`config.mk`:
```
export PLATFORM = sky130hd
export DESIGN_NAME = dm_top
export DESIGN_NICKNAME = d
export VERILOG_FILES = /design/src/verilog/dm_pkg.sv /design/src/verilog/dm_csr_if.sv /design/src/verilog/dm_dmi_front.sv /design/src/verilog/dm_hart_ctrl.sv /design/src/verilog/dm_abstract_cmd.sv /design/src/verilog/dm_top.sv
export SDC_FILE = /design/constraint.sdc
export NUM_CORES = 1
export LEC_CHECK = 0
export BUFFER_PORTS_ARGS = -buffer_cell sky130_fd_sc_hd__buf_2
export CORE_MARGIN = 1.5
export CORE_UTILIZATION = 45
export CTS_CLUSTER_DIAMETER = 30
export CTS_CLUSTER_SIZE = 28
export DETAILED_ROUTE_END_ITERATION = 10
export PLACE_DENSITY_LB_ADDON = 0.3
export SLEW_MARGIN = 20
export SYNTH_ARGS = -nofsm -noshare
export SYNTH_HDL_FRONTEND = slang
export SYNTH_SLANG_ARGS = --single-unit
```
`constraint.sdc`:
```
create_clock -name clk_i -period 2.8 [get_ports clk_i]
set_input_delay 0.28 -clock clk_i [delete_from_list [all_inputs] [get_ports clk_i]]
set_output_delay 0.28 -clock clk_i [all_outputs]
set_load 0.05 [all_outputs]
```
`src/verilog/dm_pkg.sv`:
```
`default_nettype none

package dm_pkg;

  // --------------------------------------------------
  // sizes
  // --------------------------------------------------
  localparam int unsigned NrHarts      = 4;
  localparam int unsigned HartSelLen   = 2;
  localparam int unsigned DataCount    = 2;
  localparam int unsigned DmiAddrWidth = 7;

  // register map, data1 sits right after data0
  localparam logic [DmiAddrWidth-1:0] AddrData0        = 7'h04;
  localparam logic [DmiAddrWidth-1:0] AddrDmControl    = 7'h10;
  localparam logic [DmiAddrWidth-1:0] AddrDmStatus     = 7'h11;
  localparam logic [DmiAddrWidth-1:0] AddrAbstractCs   = 7'h16;
  localparam logic [DmiAddrWidth-1:0] AddrCommand      = 7'h17;
  localparam logic [DmiAddrWidth-1:0] AddrAbstractAuto = 7'h18;
  localparam logic [DmiAddrWidth-1:0] AddrHaltSum0     = 7'h40;

  // debug spec 0.13
  localparam logic [3:0] DbgVersion = 4'd2;

  // --------------------------------------------------
  // codes
  // --------------------------------------------------
  localparam logic [1:0] DmiOpNop   = 2'd0;
  localparam logic [1:0] DmiOpRead  = 2'd1;
  localparam logic [1:0] DmiOpWrite = 2'd2;

  // higher cmderr codes come from the hart side unchanged
  localparam logic [2:0] CmdErrNone = 3'd0;
  localparam logic [2:0] CmdErrBusy = 3'd1;

  // one dmi word, seen raw, as dmcontrol or as abstractcs
  typedef union packed {
    logic [31:0] raw;
    struct packed {
      logic       haltreq;
      logic       resumereq;
      logic       hartreset;
      logic       ackhavereset;
      logic       zero1;
      logic       hasel;
      logic [9:0] hartsello;
      logic [13:0] zero0;
      logic       ndmreset;
      logic       dmactive;
    } dmcontrol;
    struct packed {
      logic [2:0]  zero3;
      logic [4:0]  progbufsize;
      logic [10:0] zero2;
      logic        busy;
      logic        zero1;
      logic [2:0]  cmderr;
      logic [3:0]  zero0;
      logic [3:0]  datacount;
    } abstractcs;
  } dmi_word_u;

endpackage

`default_nettype wire

```
`src/verilog/dm_csr_if.sv`:
```
`default_nettype none

// one decoded register access, front end to register block
interface dm_csr_if import dm_pkg::*; ();

  logic                    sel;
  logic                    we;
  logic [DmiAddrWidth-1:0] addr;
  logic [31:0]             wdata;
  logic [31:0]             rdata;

  modport front (
    output sel,
    output we,
    output addr,
    output wdata,
    input  rdata
  );

  modport regs (
    input  sel,
    input  we,
    input  addr,
    input  wdata,
    output rdata
  );

endinterface

`default_nettype wire

```
`src/verilog/dm_dmi_front.sv`:
```
`default_nettype none

module dm_dmi_front import dm_pkg::*; (
  input  logic                    clk_i,
  input  logic                    rst_ni,
  input  logic                    dmi_req_valid_i,
  output logic                    dmi_req_ready_o,
  input  logic [DmiAddrWidth-1:0] dmi_req_addr_i,
  input  logic [1:0]              dmi_req_op_i,
  input  logic [31:0]             dmi_req_data_i,
  output logic                    dmi_resp_valid_o,
  input  logic                    dmi_resp_ready_i,
  output logic [31:0]             dmi_resp_data_o,
  dm_csr_if.front                 hart_bus,
  dm_csr_if.front                 cmd_bus
);

  logic        accept;
  logic        req_rd;
  logic        req_wr;
  logic        hart_hit;
  logic        cmd_hit;
  logic [31:0] resp_word;
  logic [31:0] fifo_q [2];
  logic        wr_ptr_q;
  logic        rd_ptr_q;
  logic [1:0]  count_q;
  logic        push;
  logic        pop;
  logic        full;
  logic        empty;

  assign accept = dmi_req_valid_i & dmi_req_ready_o;

  always_comb begin
    req_rd = 1'b0;
    req_wr = 1'b0;
    case (dmi_req_op_i)
      DmiOpRead:  req_rd = 1'b1;
      DmiOpWrite: req_wr = 1'b1;
      // answered with zero, no register touched
      DmiOpNop:   ;
      default:    ;
    endcase
  end

  // block ranges
  assign hart_hit = ((dmi_req_addr_i >= AddrDmControl) && (dmi_req_addr_i <= AddrDmStatus))
                    || (dmi_req_addr_i == AddrHaltSum0);
  assign cmd_hit  = ((dmi_req_addr_i >= AddrData0) && (dmi_req_addr_i < AddrData0 + DataCount))
                    || ((dmi_req_addr_i >= AddrAbstractCs) && (dmi_req_addr_i <= AddrAbstractAuto));

  assign hart_bus.sel   = accept & (req_rd | req_wr) & hart_hit;
  assign hart_bus.we    = req_wr;
  assign hart_bus.addr  = dmi_req_addr_i;
  assign hart_bus.wdata = dmi_req_data_i;

  assign cmd_bus.sel   = accept & (req_rd | req_wr) & cmd_hit;
  assign cmd_bus.we    = req_wr;
  assign cmd_bus.addr  = dmi_req_addr_i;
  assign cmd_bus.wdata = dmi_req_data_i;

  // only reads carry data back
  always_comb begin
    resp_word = '0;
    if (req_rd) begin
      if (hart_hit) begin
        resp_word = hart_bus.rdata;
      end else if (cmd_hit) begin
        resp_word = cmd_bus.rdata;
      end
    end
  end

  // --------------------------------------------------
  // response fifo, two entries
  // --------------------------------------------------
  assign full  = (count_q == 2'd2);
  assign empty = (count_q == 2'd0);
  assign push  = accept;
  assign pop   = dmi_resp_valid_o & dmi_resp_ready_i;

  assign dmi_req_ready_o  = ~full;
  assign dmi_resp_valid_o = ~empty;
  assign dmi_resp_data_o  = fifo_q[rd_ptr_q];

  always_ff @(posedge clk_i or negedge rst_ni) begin
    if (!rst_ni) begin
      wr_ptr_q <= 1'b0;
      rd_ptr_q <= 1'b0;
      count_q  <= 2'd0;
    end else begin
      if (push) begin
        wr_ptr_q <= ~wr_ptr_q;
      end
      if (pop) begin
        rd_ptr_q <= ~rd_ptr_q;
      end
      count_q <= count_q + 2'(push) - 2'(pop);
    end
  end

  always_ff @(posedge clk_i) begin
    if (push) begin
      fifo_q[wr_ptr_q] <= resp_word;
    end
  end

endmodule

`default_nettype wire

```
`src/verilog/dm_hart_ctrl.sv`:
```
`default_nettype none

module dm_hart_ctrl import dm_pkg::*; (
  input  logic               clk_i,
  input  logic               rst_ni,
  dm_csr_if.regs             bus,
  input  logic [NrHarts-1:0] halted_i,
  input  logic [NrHarts-1:0] unavailable_i,
  input  logic [NrHarts-1:0] resumeack_i,
  output logic [NrHarts-1:0] haltreq_o,
  output logic [NrHarts-1:0] resumereq_o,
  output logic               clear_resumeack_o,
  output logic [9:0]         hartsel_o,
  output logic               ndmreset_o,
  output logic               dmactive_o
);

  dmi_word_u             dmcontrol_q;
  dmi_word_u             dmcontrol_d;
  dmi_word_u             wr_word;
  logic [NrHarts-1:0]    havereset_q;
  logic [NrHarts-1:0]    havereset_d;
  logic [HartSelLen-1:0] hart_idx;
  logic                  hart_exists;
  logic                  ctrl_we;
  logic                  sel_halted;
  logic                  sel_running;
  logic                  sel_unavail;
  logic                  sel_resumeack;
  logic                  sel_havereset;
  logic [31:0]           dmstatus;
  logic [31:0]           haltsum0;

  assign wr_word.raw = bus.wdata;
  assign ctrl_we     = bus.sel & bus.we & (bus.addr == AddrDmControl);

  assign hartsel_o   = dmcontrol_q.dmcontrol.hartsello;
  assign hart_idx    = hartsel_o[HartSelLen-1:0];
  assign hart_exists = hartsel_o < 10'(NrHarts);

  // --------------------------------------------------
  // status of the selected hart
  // --------------------------------------------------
  // unavailable wins over halted and running
  assign sel_unavail   = hart_exists & unavailable_i[hart_idx];
  assign sel_halted    = hart_exists & halted_i[hart_idx] & ~unavailable_i[hart_idx];
  assign sel_running   = hart_exists & ~halted_i[hart_idx] & ~unavailable_i[hart_idx];
  assign sel_resumeack = hart_exists & resumeack_i[hart_idx];
  assign sel_havereset = hart_exists & havereset_q[hart_idx];

  always_comb begin
    dmstatus        = '0;
    dmstatus[19:18] = {2{sel_havereset}};
    dmstatus[17:16] = {2{sel_resumeack}};
    dmstatus[15:14] = {2{~hart_exists}};
    dmstatus[13:12] = {2{sel_unavail}};
    dmstatus[11:10] = {2{sel_running}};
    dmstatus[9:8]   = {2{sel_halted}};
    // no authentication
    dmstatus[7]     = 1'b1;
    dmstatus[3:0]   = DbgVersion;
  end

  assign haltsum0 = 32'(halted_i);

  // --------------------------------------------------
  // dmcontrol and havereset
  // --------------------------------------------------
  always_comb begin
    dmcontrol_d = dmcontrol_q;
    if (ctrl_we) begin
      dmcontrol_d = wr_word;
    end
    // fields that hold no state
    dmcontrol_d.dmcontrol.hartreset    = 1'b0;
    dmcontrol_d.dmcontrol.ackhavereset = 1'b0;
    dmcontrol_d.dmcontrol.zero1        = 1'b0;
    dmcontrol_d.dmcontrol.hasel        = 1'b0;
    dmcontrol_d.dmcontrol.zero0        = '0;
    // hart took the resume
    if (dmcontrol_q.dmcontrol.resumereq && sel_resumeack) begin
      dmcontrol_d.dmcontrol.resumereq = 1'b0;
    end
    clear_resumeack_o = dmcontrol_q.dmcontrol.dmactive
                        & ~dmcontrol_q.dmcontrol.resumereq
                        & dmcontrol_d.dmcontrol.resumereq;
  end

  always_comb begin
    havereset_d = havereset_q;
    if (ctrl_we && wr_word.dmcontrol.ackhavereset && hart_exists) begin
      havereset_d[hart_idx] = 1'b0;
    end
    if (dmcontrol_q.dmcontrol.ndmreset) begin
      havereset_d = '1;
    end
  end

  always_ff @(posedge clk_i or negedge rst_ni) begin
    if (!rst_ni) begin
      dmcontrol_q <= '0;
      havereset_q <= '1;
    end else begin
      havereset_q <= havereset_d;
      if (!dmcontrol_q.dmcontrol.dmactive) begin
        // inactive, only dmactive takes a write
        dmcontrol_q.raw <= {31'b0, dmcontrol_d.dmcontrol.dmactive};
      end else begin
        dmcontrol_q <= dmcontrol_d;
      end
    end
  end

  // requests only to an existing selected hart
  always_comb begin
    haltreq_o   = '0;
    resumereq_o = '0;
    if (hart_exists) begin
      haltreq_o[hart_idx]   = dmcontrol_q.dmcontrol.haltreq;
      resumereq_o[hart_idx] = dmcontrol_q.dmcontrol.resumereq;
    end
  end

  assign ndmreset_o = dmcontrol_q.dmcontrol.ndmreset;
  assign dmactive_o = dmcontrol_q.dmcontrol.dmactive;

  always_comb begin
    case (bus.addr)
      AddrDmControl: bus.rdata = dmcontrol_q.raw;
      AddrDmStatus:  bus.rdata = dmstatus;
      AddrHaltSum0:  bus.rdata = haltsum0;
      default:       bus.rdata = '0;
    endcase
  end

endmodule

`default_nettype wire

```
`src/verilog/dm_abstract_cmd.sv`:
```
`default_nettype none

module dm_abstract_cmd import dm_pkg::*; (
  input  logic                       clk_i,
  input  logic                       rst_ni,
  dm_csr_if.regs                     bus,
  input  logic                       dmactive_i,
  input  logic                       cmdbusy_i,
  input  logic                       cmderror_valid_i,
  input  logic [2:0]                 cmderror_i,
  output logic                       cmd_valid_o,
  output logic [31:0]                cmd_o,
  output logic [DataCount-1:0][31:0] data_o,
  input  logic [DataCount-1:0][31:0] data_i,
  input  logic                       data_valid_i
);

  logic [2:0]                 cmderr_q;
  logic [2:0]                 cmderr_d;
  logic [DataCount-1:0]       autoexec_q;
  logic [DataCount-1:0]       autoexec_d;
  logic                       cmd_valid_q;
  logic                       cmd_valid_d;
  logic [31:0]                command_q;
  logic [31:0]                command_d;
  logic [DataCount-1:0][31:0] data_q;
  logic [DataCount-1:0][31:0] data_d;
  logic [DmiAddrWidth-1:0]    data_off;
  logic                       is_data;
  logic [$clog2(DataCount)-1:0] data_idx;
  logic                       busy_err;
  dmi_word_u                  wr_word;
  dmi_word_u                  cs_word;

  assign wr_word.raw = bus.wdata;
  assign data_off    = bus.addr - AddrData0;
  assign is_data     = data_off < DataCount;
  assign data_idx    = data_off[$clog2(DataCount)-1:0];

  // --------------------------------------------------
  // next state
  // --------------------------------------------------
  always_comb begin
    cmderr_d    = cmderr_q;
    autoexec_d  = autoexec_q;
    command_d   = command_q;
    data_d      = data_q;
    cmd_valid_d = 1'b0;
    busy_err    = 1'b0;

    if (bus.sel && is_data) begin
      if (!cmdbusy_i) begin
        if (bus.we) begin
          data_d[data_idx] = bus.wdata;
        end
        // reads and writes both retrigger
        cmd_valid_d = autoexec_q[data_idx];
      end else begin
        busy_err = bus.we;
      end
    end else if (bus.sel && bus.we) begin
      case (bus.addr)
        AddrCommand: begin
          if (!cmdbusy_i) begin
            command_d   = bus.wdata;
            cmd_valid_d = 1'b1;
          end else begin
            busy_err = 1'b1;
          end
        end
        AddrAbstractAuto: begin
          if (!cmdbusy_i) begin
            autoexec_d = bus.wdata[DataCount-1:0];
          end else begin
            busy_err = 1'b1;
          end
        end
        AddrAbstractCs: begin
          // write one to clear
          if (!cmdbusy_i) begin
            cmderr_d = cmderr_q & ~wr_word.abstractcs.cmderr;
          end
        end
        default: ;
      endcase
    end

    // first error sticks
    if (busy_err && (cmderr_q == CmdErrNone)) begin
      cmderr_d = CmdErrBusy;
    end
    // hart side has priority
    if (cmderror_valid_i) begin
      cmderr_d = cmderror_i;
    end
    if (data_valid_i) begin
      data_d = data_i;
    end
  end

  always_ff @(posedge clk_i or negedge rst_ni) begin
    if (!rst_ni) begin
      cmderr_q    <= CmdErrNone;
      autoexec_q  <= '0;
      cmd_valid_q <= 1'b0;
    end else if (!dmactive_i) begin
      cmderr_q    <= CmdErrNone;
      autoexec_q  <= '0;
      cmd_valid_q <= 1'b0;
    end else begin
      cmderr_q    <= cmderr_d;
      autoexec_q  <= autoexec_d;
      cmd_valid_q <= cmd_valid_d;
    end
  end

  always_ff @(posedge clk_i) begin
    if (!dmactive_i) begin
      command_q <= '0;
      data_q    <= '0;
    end else begin
      command_q <= command_d;
      data_q    <= data_d;
    end
  end

  assign cmd_valid_o = cmd_valid_q;
  assign cmd_o       = command_q;
  assign data_o      = data_q;

  // --------------------------------------------------
  // read back
  // --------------------------------------------------
  always_comb begin
    cs_word                      = '0;
    cs_word.abstractcs.datacount = 4'(DataCount);
    cs_word.abstractcs.busy      = cmdbusy_i;
    cs_word.abstractcs.cmderr    = cmderr_q;
  end

  always_comb begin
    if (is_data) begin
      bus.rdata = data_q[data_idx];
    end else begin
      case (bus.addr)
        AddrAbstractCs:   bus.rdata = cs_word.raw;
        AddrAbstractAuto: bus.rdata = 32'(autoexec_q);
        // command reads as zero
        default:          bus.rdata = '0;
      endcase
    end
  end

endmodule

`default_nettype wire

```
`src/verilog/dm_top.sv`:
```
`default_nettype none

module dm_top import dm_pkg::*; (
  input  logic                       clk_i,
  input  logic                       rst_ni,
  // dmi
  input  logic                       dmi_req_valid_i,
  output logic                       dmi_req_ready_o,
  input  logic [DmiAddrWidth-1:0]    dmi_req_addr_i,
  input  logic [1:0]                 dmi_req_op_i,
  input  logic [31:0]                dmi_req_data_i,
  output logic                       dmi_resp_valid_o,
  input  logic                       dmi_resp_ready_i,
  output logic [31:0]                dmi_resp_data_o,
  // hart status and control
  input  logic [NrHarts-1:0]         halted_i,
  input  logic [NrHarts-1:0]         unavailable_i,
  input  logic [NrHarts-1:0]         resumeack_i,
  output logic [NrHarts-1:0]         haltreq_o,
  output logic [NrHarts-1:0]         resumereq_o,
  output logic                       clear_resumeack_o,
  output logic [9:0]                 hartsel_o,
  output logic                       ndmreset_o,
  output logic                       dmactive_o,
  // abstract command
  output logic                       cmd_valid_o,
  output logic [31:0]                cmd_o,
  input  logic                       cmdbusy_i,
  input  logic                       cmderror_valid_i,
  input  logic [2:0]                 cmderror_i,
  output logic [DataCount-1:0][31:0] data_o,
  input  logic [DataCount-1:0][31:0] data_i,
  input  logic                       data_valid_i
);

  dm_csr_if hart_bus ();
  dm_csr_if cmd_bus ();

  dm_dmi_front i_dmi_front (
    .clk_i            (clk_i),
    .rst_ni           (rst_ni),
    .dmi_req_valid_i  (dmi_req_valid_i),
    .dmi_req_ready_o  (dmi_req_ready_o),
    .dmi_req_addr_i   (dmi_req_addr_i),
    .dmi_req_op_i     (dmi_req_op_i),
    .dmi_req_data_i   (dmi_req_data_i),
    .dmi_resp_valid_o (dmi_resp_valid_o),
    .dmi_resp_ready_i (dmi_resp_ready_i),
    .dmi_resp_data_o  (dmi_resp_data_o),
    .hart_bus         (hart_bus.front),
    .cmd_bus          (cmd_bus.front)
  );

  dm_hart_ctrl i_hart_ctrl (
    .clk_i             (clk_i),
    .rst_ni            (rst_ni),
    .bus               (hart_bus.regs),
    .halted_i          (halted_i),
    .unavailable_i     (unavailable_i),
    .resumeack_i       (resumeack_i),
    .haltreq_o         (haltreq_o),
    .resumereq_o       (resumereq_o),
    .clear_resumeack_o (clear_resumeack_o),
    .hartsel_o         (hartsel_o),
    .ndmreset_o        (ndmreset_o),
    .dmactive_o        (dmactive_o)
  );

  dm_abstract_cmd i_abstract_cmd (
    .clk_i            (clk_i),
    .rst_ni           (rst_ni),
    .bus              (cmd_bus.regs),
    .dmactive_i       (dmactive_o),
    .cmdbusy_i        (cmdbusy_i),
    .cmderror_valid_i (cmderror_valid_i),
    .cmderror_i       (cmderror_i),
    .cmd_valid_o      (cmd_valid_o),
    .cmd_o            (cmd_o),
    .data_o           (data_o),
    .data_i           (data_i),
    .data_valid_i     (data_valid_i)
  );

endmodule

`default_nettype wire

```
==> results.sh, run 1 <==
export IMPL_status="finished clean"
export IMPL_dp_cells=1389
export IMPL_worst_pin_slew_ps=734
export IMPL_grt_pass1_vias=7348
export IMPL_finalPower_mw=7.67
export IMPL_rows=52
export IMPL_die_height_um=148
export IMPL_numCtsBuffers=17
export IMPL_async_flop_share_pct=14.9
export IMPL_drive_gt1_share_pct=34.5
export IMPL_period_share_pct=95.9
export IMPL_synth_avg_cell_area_sq_um=10.4
export IMPL_swShare_pct=34.6
export IMPL_worstPathMaxFanout=5
export IMPL_setup_violations_final=0
export IMPL_core_area_sq_mm=0.0204
export IMPL_timing_hold_ws_ps=129
export IMPL_fillerInstances=1794
export IMPL_synth_commonest_cells="nand2_1 (162), dfxtp_1 (96), edfxtp_1 (64), o211a_1 (64), mux2i_1 (50)"
export IMPL_root_buffer="clkbuf_16"
export IMPL_dpl_hpwl_um=19500
export IMPL_endpoint_kind="primary output"
export IMPL_crit_type="register to primary output"
export IMPL_switchingPower_mw=2.65
export IMPL_via_per_inst=5.51
export IMPL_die_area_sq_mm=0.0218
export IMPL_grt_max_degree=129
export IMPL_max_freq_mhz=373
export IMPL_finalNetCount=1273
export IMPL_htreeDepth=4
export IMPL_vias=7836
export IMPL_routedWlPerCell_um=19.1
export IMPL_start_util_pct=46.2
export IMPL_synth_cells=908
export IMPL_ys_seq_area_share_pct=48.3
export IMPL_num_io_pins=279
export IMPL_power_density_mw_per_mm2=665
export IMPL_rsz0062_at_grt="no"
export IMPL_hold_class="input port to register"
export IMPL_fin_util_pct=56.6
export IMPL_cp_arrival_ps=2400
export IMPL_hold_violations=0
export IMPL_cts_tree="done"
export IMPL_slowest_stage="or4_1"
export IMPL_post_route_drc_count=0
export IMPL_fin_crit_ps=2680
export IMPL_netlist_area_sq_mm=0.00942
export IMPL_post_cts_buffers=0
export IMPL_path_clk_slew_ps=70
export IMPL_p_int_mw=5.02
export IMPL_synthTopCellsByArea="dfxtp_1 (20%), edfxtp_1 (20%), o211a_1 (6.8%), nand2_1 (6.5%), dfrtp_1 (6.4%)"
export IMPL_grt_usage_pct=24.9
export IMPL_overflow=0
export IMPL_cts_buffer_depth=2
export IMPL_relSlewSlack_pct=51.1
export IMPL_synth_ff_type="dfxtp_1"
export IMPL_clk_latency_ps=430
export IMPL_ant_nets=0
export IMPL_antenna_found_initial=2
export IMPL_synth_edff_count=64
export IMPL_routed_wl_um=27100
export IMPL_die_x_um=148
export IMPL_syn_to_final_growth_pct=22.5
export IMPL_crit_path_start_kind="register"
export IMPL_synth_most_common_cell="nand2_1"
export IMPL_clock_skew_ps=9.53
export IMPL_required_ps=2520
export IMPL_setup_tns_final_ps=0
export IMPL_synth_top_area_cell="dfxtp_1"
export IMPL_cap_violations=0
export IMPL_leakagePower_nw=5.84
export IMPL_crit_chain="or4_1, nor2_1, nand2_1, nor3_1, buf_2"
export IMPL_critPathTopFamily="simple AND/OR/NAND/NOR gates"
export IMPL_routabilityCongestion=0.904
export IMPL_slowest_delay_ps=610
export IMPL_ys_ff_latch=188
export IMPL_drt_iter0_markers=626
export IMPL_yosysTopAreaCellShare_pct=20.4
export IMPL_clock_sinks=188
export IMPL_grt_pass1_wl_um=41700
export IMPL_synth_distinct_cells=65
export IMPL_clockPowerShare_pct=30.7
export IMPL_seq_power_share_pct=41.4
export IMPL_drt_first_pass_iters=6
export IMPL_p_comb_share_pct=27.9
export IMPL_ys_warn_count=0
export IMPL_slew_violations=0
export IMPL_max_vdd_ir_drop_v=0.000431
export IMPL_stdcell_count=1422
export IMPL_port_buffers=278
export IMPL_num_antenna_cells=0
export IMPL_syn_nets=1042
export IMPL_cp_num_buf_inv=1
==> path summary, 6_finish.rpt <==
path | startpoint | to | slack [ps] | depth (start not counted)
worst max-delay path | i_hart_ctrl.dmcontrol_q[24]$_DFFE_PN0P_ | resumereq_o[0] | 120 | 5
worst max register to register | i_dmi_front.count_q[1]$_DFF_PN0_ | i_abstract_cmd.data_o[21]$_SDFFE_PN0P_ | 630 | 6
worst min-delay path | dmi_req_data_i[24] | i_hart_ctrl.dmcontrol_q[24]$_DFFE_PN0P_ | 130 | 3
max in group asynchronous | rst_ni | i_hart_ctrl.dmcontrol_q[0]$_DFFE_PN0N_ | 1880 | 2
min in group asynchronous | rst_ni | i_abstract_cmd.cmd_valid_o$_DFF_PN0_ | 410 | 2
worst min register to register | i_hart_ctrl.havereset_q[0]$_DFFE_PN1P_ | i_hart_ctrl.havereset_q[0]$_DFFE_PN1P_ | 480 | 2
==> registers in the layout, indices dropped and copies added (netlist names) <==
name,flops
i_abstract_cmd.autoexec_q,2
i_abstract_cmd.cmd_o,32
i_abstract_cmd.data_o,64
i_abstract_cmd.cmderr_q,3
i_hart_ctrl.havereset_q,4
i_abstract_cmd.cmd_valid_o,1
i_dmi_front.rd_ptr_q,1
i_dmi_front.fifo_q,64
i_dmi_front.wr_ptr_q,1
i_hart_ctrl.dmcontrol_q,14
i_dmi_front.count_q,2
==> logic make-up after synthesis <==
logic type               share of synthesized area [%]
adder cells (fa/ha/maj)                          0.930
multiplexers                                      12.0
XOR/XNOR                                         0.465
flip-flops                                        48.3
AO/OA/AOI/OAI                                     16.4
buffers and inverters                             4.84
AND/OR/NAND/NOR                                   17.0
==> power by group through the flow <==
stage                     Clock (mW)  Combinational (mW)  Sequential [mW]
final                           2.36                2.14             3.17
after detailed placement           0                2.16             3.23
after global routing            2.51                2.28             3.20
after floorplan                    0                1.59             3.23
after CTS                       2.39                2.17             3.17
after global placement             0                2.15             3.22
==> cell usage in the layout, fill, tap and decap left out, types with 10 or more instances in the layout <==
cell type	instances
buf_2	275
nand2_1	162
dfxtp_1	96
o211a_1	64
edfxtp_1	64
mux2i_1	50
mux2_2	48
nor2b_1	38
a21oi_1	38
o211ai_1	33
nor3b_1	33
nor2_1	23
dfrtp_1	23
clkbuf_16	19
o21ai_0	14
buf_4	13
inv_1	11
nand2b_1	10
==> worst register-to-register path, cell delays in order, from the launching register on <==
cell and delay [ps]:
dfrtp_1 410, nor2b_1 180, nor4_2 460, a41o_2 570
buf_12 250, nand2_1 80, o211a_1 120
==> through the flow <==
step / worst slack [ps] / instance area, sq um
5_1_grt: 19.5 / 11500
3_5_place_dp: 348 / 11000
6_report: 116 / 11500
2_1_floorplan: 204 / 9420
3_3_place_gp: 423 / 11000
4_1_cts: 133 / 11500
==> per-layer routing <==
metal  wire length [um]  vias up  global-route usage, %  part of all wire [%]
met5                 17        -                      0                 0.063
met3               1950       44                   5.31                   7.2
li1                   -     3726                      -                     -
met2              12100      329                   37.7                    45
met4                683        4                   8.70                   2.5
met1              12300     3733                   35.2                    46
==> layout make-up <==
type,count,area [sq um],share of cell area [%]
Clock buffer,23,500,4.34
Clock inverter,9,73.8,0.640
Inverter,12,45.0,0.390
Multi-Input combinational cell,625,4420,38.3
Sequential cell,188,4550,39.5
Tap cell,270,338,2.93
Timing Repair Buffer,295,1600,13.9
==> what timing repair did <==
item / 4_1_cts / 5_1_grt
gates resized for setup: 0 / 0
hold buffers: 1 / 0
hold endpoints to repair: 24 / 0
endpoints found under the setup margin: 0 / 0
(Power assumes the default switching activity.)
==> run 2: changes to the inputs <==
--- a/config.mk
+++ b/config.mk
@@ -15,4 +15,5 @@
 export SLEW_MARGIN = 20
 export SYNTH_ARGS = -nofsm -noshare
 export SYNTH_HDL_FRONTEND = slang
+export SYNTH_HIERARCHICAL = 1
 export SYNTH_SLANG_ARGS = --single-unit
==> run 2 against run 1 <==
  * Total power grew 2.4%
  * Critical endpoint unchanged
  * Core utilization shrank 4.0 points
  * Via count grew 3.0%
  * Worst hold slack gained 2.0 ps
  * Global-route usage shrank 1.2 points
  * Largest cell class is now multi-input combinational cells
==> results.sh, run 2 <==
export IMPL_status="finished clean"
export IMPL_drt_iter0_markers=552
export IMPL_setup_violations_final=0
export IMPL_fillerInstances=2082
export IMPL_routed_wl_um=28300
export IMPL_slowest_stage="dfrtp_1"
export IMPL_path_clk_slew_ps=70
export IMPL_hold_violations=0
export IMPL_clockPowerShare_pct=33.0
export IMPL_rsz0062_at_grt="no"
export IMPL_fin_crit_ps=2550
export IMPL_crit_type="register to primary output"
export IMPL_post_cts_buffers=0
export IMPL_mostFrequentLayoutCells="buf_2 (276), nand2_1 (138), dfxtp_1 (96), mux2i_1 (65), o211a_1 (65)"
export IMPL_final_common_cell="buf_2"
export IMPL_period_share_pct=91.0
export IMPL_cts_buffer_depth=2
export IMPL_slowest_delay_ps=420
export IMPL_num_io_pins=279
export IMPL_ys_warn_count=6
export IMPL_synth_avg_cell_area_sq_um=10.4
export IMPL_die_height_um=154
export IMPL_ant_nets=0
export IMPL_clock_skew_ps=12.1
export IMPL_core_area_sq_mm=0.0226
export IMPL_drive_gt1_share_pct=36.5
export IMPL_cts_tree="done"
export IMPL_finalNetCount=1296
export IMPL_netlist_area_sq_mm=0.0103
export IMPL_rows=55
export IMPL_clk_latency_ps=440
export IMPL_port_buffers=278
export IMPL_endpoint_kind="primary output"
export IMPL_critPathTopFamily="simple AND/OR/NAND/NOR gates"
export IMPL_grt_max_degree=99
export IMPL_htreeDepth=4
export IMPL_power_density_mw_per_mm2=660
export IMPL_dpl_hpwl_um=20400
export IMPL_p_comb_share_pct=26.9
export IMPL_routabilityCongestion=0.872
export IMPL_grt_pass1_wl_um=43400
export IMPL_root_buffer="clkbuf_16"
export IMPL_max_freq_mhz=392
export IMPL_cap_violations=0
export IMPL_numCtsBuffers=17
export IMPL_antenna_found_initial=2
export IMPL_grt_pass1_vias=7663
export IMPL_crit_path_start_kind="register"
export IMPL_drt_first_pass_iters=9
export IMPL_max_vdd_ir_drop_v=0.000529
export IMPL_synth_cells=993
export IMPL_slew_violations=0
export IMPL_leakagePower_nw=6.25
export IMPL_routedWlPerCell_um=19.4
export IMPL_overflow=0
export IMPL_grt_usage_pct=23.7
export IMPL_worstPathMaxFanout=7
export IMPL_seq_power_share_pct=40.1
export IMPL_relSlewSlack_pct=52.3
export IMPL_die_area_sq_mm=0.0238
export IMPL_via_per_inst=5.53
export IMPL_post_route_drc_count=0
export IMPL_clock_sinks=188
export IMPL_cp_arrival_ps=2270
export IMPL_timing_hold_ws_ps=131
export IMPL_fin_util_pct=52.7
export IMPL_hold_class="input port to register"
export IMPL_vias=8073
export IMPL_switchingPower_mw=2.62
export IMPL_p_int_mw=5.22
export IMPL_die_x_um=154
export IMPL_required_ps=2520
export IMPL_crit_chain="nor4_1, and2_0, nand2_1, nor3_1, buf_2"
export IMPL_syn_to_final_growth_pct=15.5
export IMPL_swShare_pct=33.4
export IMPL_start_util_pct=45.6
export IMPL_worst_pin_slew_ps=715
export IMPL_cp_num_buf_inv=1
export IMPL_setup_tns_final_ps=0
## run 2: cell types whose count changed in the layout (fill, tap and decap cells not counted), moves of 8 or more
cell     change
mux2i_1     +15
nand2_1     -24
a22oi_1      -8
a32o_2      +29
nor2_1      +12
mux2_2      -15
buf_4       +14
and3_1      +12
## run 2: power by group through the flow
stage                     Sequential [mW]  Combinational, mW  Clock (mW)
final                                3.15               2.11        2.59
after global routing                 3.17               2.25        2.74
after floorplan                      3.20               1.69           0
after CTS                            3.15               2.13        2.65
after global placement               3.20               2.11           0
after detailed placement             3.21               2.12           0
## run 2: final timing paths
path                       cells after the start                                     from  slack, ps                                     end
min                                            3                       dmi_req_data_i[26]        130   i_abstract_cmd/cmd_o[26]$_SDFFE_PN0P_
min reg2reg                                    2   i_hart_ctrl/havereset_q[0]$_DFFE_PN1P_        460  i_hart_ctrl/havereset_q[0]$_DFFE_PN1P_
max                                            5  i_hart_ctrl/dmcontrol_q[21]$_DFFE_PN0P_        250                          resumereq_o[0]
min in group asynchronous                      2                                   rst_ni        440        i_dmi_front/count_q[1]$_DFF_PN0_
max in group asynchronous                      2                                   rst_ni       1820  i_hart_ctrl/dmcontrol_q[0]$_DFFE_PN0P_
max reg2reg                                   10         i_dmi_front/count_q[1]$_DFF_PN0_        620  i_abstract_cmd/data_o[18]$_SDFFE_PN0P_
## run 2: routing by layer
layer / global-route usage, % / vias up / wire, um
li1: - / 3839 / -
met1: 33.1 / 3866 / 12900
met2: 35.9 / 318 / 12400
met3: 5.13 / 48 / 2230
met4: 8.97 / 2 / 795
met5: 0 / - / 7
## run 2: timing repair
item	CTS	global route
endpoints found under the hold margin	24	0
hold buffers	1	0
setup endpoints to repair	0	2
resized for setup	0	1
## run 2: area by class of cell
class,count,area (sq um),share of cell area [%]
timing repair buffer,307,1650,13.9
inverter,10,37.5,0.316
sequential,188,4550,38.3
clock buffer,20,437,3.67
multi-input combinational,638,4660,39.2
antenna,1,2.50,0.0211
clock inverter,12,186,1.57
tap,285,357,3.00
## run 2: metrics by stage
stage / std cells / cell area (sq um) / setup slack [ps] / power (mW)
floorplan: 999 / 10300 / 170 / 4.89
global placement: 1427 / 11200 / 277 / 5.31
detailed placement: 1427 / 11200 / 207 / 5.33
CTS: 1460 / 11900 / 145 / 7.93
global route: 1461 / 11900 / 64.5 / 8.17
finish: 1461 / 11900 / 251 / 7.85
## run 2: worst reg2reg max path, cell delays in order (launching register included)
cell	delay (ps)
dfrtp_1	400
nand2b_1	120
nand2_1	180
nor3b_2	230
nand2_1	110
nor2_2	160
buf_4	170
a31o_2	200
buf_12	250
nand2_1	130
o211a_1	140
==> run 3: changes to the inputs <==
--- a/config.mk
+++ b/config.mk
@@ -5,12 +5,14 @@
 export SDC_FILE = /design/constraint.sdc
 export NUM_CORES = 1
 export LEC_CHECK = 0
+export ABC_CLOCK_PERIOD_IN_PS = 2800
 export BUFFER_PORTS_ARGS = -buffer_cell sky130_fd_sc_hd__buf_2
 export CORE_MARGIN = 1.5
 export CORE_UTILIZATION = 45
 export CTS_CLUSTER_DIAMETER = 30
 export CTS_CLUSTER_SIZE = 28
 export DETAILED_ROUTE_END_ITERATION = 10
+export MAX_ROUTING_LAYER = met4
 export PLACE_DENSITY_LB_ADDON = 0.3
 export SLEW_MARGIN = 20
 export SYNTH_ARGS = -nofsm -noshare
==> run 3 against run 2 <==
  * Worst hold slack about the same
  * Highest routed layer is now met4
  * Sequential power about the same
  * Total power about the same
  * Maximum frequency about the same
  * Core utilization about the same
==> results.sh, run 3 (synthesis results as in run 2) <==
export IMPL_die_x_um=154
export IMPL_cp_arrival_ps=2270
export IMPL_start_util_pct=45.6
export IMPL_crit_type="register to primary output"
export IMPL_cp_num_buf_inv=1
export IMPL_slowest_delay_ps=420
export IMPL_path_clk_slew_ps=70
export IMPL_final_common_cell="buf_2"
export IMPL_slowest_stage="dfrtp_1"
export IMPL_dp_cells=1427
export IMPL_place_area_sq_mm=0.0112
export IMPL_grt_usage_pct=24.4
export IMPL_clk_latency_ps=440
export IMPL_routed_wl_um=28300
export IMPL_p_int_mw=5.23
export IMPL_seq_power_share_pct=40.1
export IMPL_period_share_pct=91.0
export IMPL_drt_first_pass_iters=7
export IMPL_fillerInstances=2081
export IMPL_critPathTopFamily="simple AND/OR/NAND/NOR gates"
export IMPL_required_ps=2520
export IMPL_worst_pin_slew_ps=703
export IMPL_status="finished clean"
export IMPL_hold_class="input port to register"
export IMPL_worstPathMaxFanout=7
export IMPL_htreeDepth=4
export IMPL_num_io_pins=279
export IMPL_fin_util_pct=52.7
export IMPL_p_comb_share_pct=26.8
export IMPL_cts_buffer_depth=2
export IMPL_crit_path_start_kind="register"
export IMPL_drive_gt1_share_pct=36.5
export IMPL_grt_max_degree=99
export IMPL_max_vdd_ir_drop_v=0.000526
export IMPL_multi_input_area_sq_mm=0.00466
export IMPL_finalNetCount=1296
export IMPL_grt_pass1_vias=7681
export IMPL_root_buffer="clkbuf_16"
export IMPL_cap_violations=0
export IMPL_swShare_pct=33.5
export IMPL_die_area_sq_mm=0.0238
export IMPL_cts_tree="done"
export IMPL_max_freq_mhz=393
export IMPL_rsz0062_at_grt="no"
export IMPL_finish_instance_area_sq_mm=0.0119
export IMPL_endpoint_kind="primary output"
export IMPL_antenna_found_initial=2
export IMPL_routedWlPerCell_um=19.4
export IMPL_mostFrequentLayoutCells="buf_2 (276), nand2_1 (138), dfxtp_1 (96), mux2i_1 (65), o211a_1 (65)"
export IMPL_via_per_inst=5.53
export IMPL_timing_hold_ws_ps=131
export IMPL_syn_to_final_growth_pct=15.5
export IMPL_switchingPower_mw=2.63
export IMPL_die_height_um=154
export IMPL_numCtsBuffers=17
export IMPL_stdcell_count=1462
export IMPL_clock_sinks=188
export IMPL_clockPowerShare_pct=33.0
export IMPL_routabilityCongestion=0.886
export IMPL_r2r_slack_ps=610
export IMPL_clock_skew_ps=14.5
export IMPL_setup_violations_final=0
export IMPL_port_buffers=278
export IMPL_crit_chain="nor4_1, and2_0, nand2_1, nor3_1, buf_2"
export IMPL_slew_violations=0
export IMPL_grt_pass1_wl_um=43300
export IMPL_final_seq_area_sq_mm=0.00455
export IMPL_hold_violations=0
export IMPL_dpl_hpwl_um=20400
export IMPL_overflow=0
export IMPL_relSlewSlack_pct=53.2
export IMPL_vias=8083
export IMPL_post_cts_buffers=0
export IMPL_leakagePower_nw=6.25
export IMPL_rows=55
export IMPL_post_route_drc_count=0
export IMPL_ant_nets=0
export IMPL_core_area_sq_mm=0.0226
export IMPL_drt_iter0_markers=541
export IMPL_setup_tns_final_ps=0
export IMPL_fin_crit_ps=2550
export IMPL_power_density_mw_per_mm2=661
## run 3: cell count changes in the layout (fill, tap and decap cells not counted)
cell and delta:
diode_2 +1
## run 3: power by group through the flow
| stage | combinational (mW) | sequential (mW) | clock [mW] |
|---|---|---|---|
| detailed placement | 2.12 | 3.21 | 0 |
| finish | 2.11 | 3.15 | 2.59 |
| global route | 2.26 | 3.17 | 2.74 |
| global placement | 2.11 | 3.20 | 0 |
| CTS | 2.13 | 3.15 | 2.65 |
| floorplan | 1.69 | 3.20 | 0 |
## run 3: repair_timing
item / CTS / global route
hold buffers: 1 / 0
gates resized for setup: 0 / 1
hold endpoints to repair: 24 / 0
setup endpoints to repair: 0 / 2
## run 3: layout make-up
| type | instances | area share [%] |
|---|---|---|
| diodes | 2 | 0.0421 |
| clock inverters | 12 | 1.57 |
| multi-input cells | 638 | 39.2 |
| clock buffers | 20 | 3.67 |
| well taps | 285 | 3.00 |
| flip-flops and latches | 188 | 38.3 |
| inverters | 10 | 0.316 |
| repair buffers | 307 | 13.9 |
## run 3: per-stage QoR
stage / power [mW] / setup slack (ps)
after CTS: 7.93 / 145
after global placement: 5.31 / 277
after detailed placement: 5.33 / 207
final: 7.85 / 252
after global routing: 8.17 / 63.1
after floorplan: 4.89 / 170
## run 3: layer usage
| metal | track usage (%) | wire (um) | vias up |
|---|---|---|---|
| met4 | 8.97 | 724 | 0 |
| met5 | - | 0 | - |
| met1 | 33.8 | 13100 | 3891 |
| met3 | 4.51 | 2050 | 41 |
| li1 | - | - | 3842 |
| met2 | 35.7 | 12400 | 309 |
## run 3: worst register-to-register path, stage by stage, from the launching register on
cell	delay, ps
dfrtp_1	400
nand2b_1	120
nand2_1	180
nor3b_2	220
nand2_1	110
nor2_2	160
buf_4	170
a31o_2	200
buf_12	250
nand2_1	140
o211a_1	140
## run 3: worst paths after layout
check                                                          to  cells past startpoint                                     from
setup / recovery                                     haltreq_o[0]                      5  i_hart_ctrl/dmcontrol_q[21]$_DFFE_PN0P_
hold / removal              i_abstract_cmd/cmd_o[13]$_SDFFE_PN0P_                      3                       dmi_req_data_i[13]
setup reg to reg           i_abstract_cmd/data_o[18]$_SDFFE_PN0P_                     10         i_dmi_front/count_q[1]$_DFF_PN0_
hold reg to reg            i_hart_ctrl/havereset_q[0]$_DFFE_PN1P_                      2   i_hart_ctrl/havereset_q[0]$_DFFE_PN1P_
max in group asynchronous  i_hart_ctrl/dmcontrol_q[0]$_DFFE_PN0P_                      2                                   rst_ni
min in group asynchronous        i_dmi_front/count_q[1]$_DFF_PN0_                      2                                   rst_ni
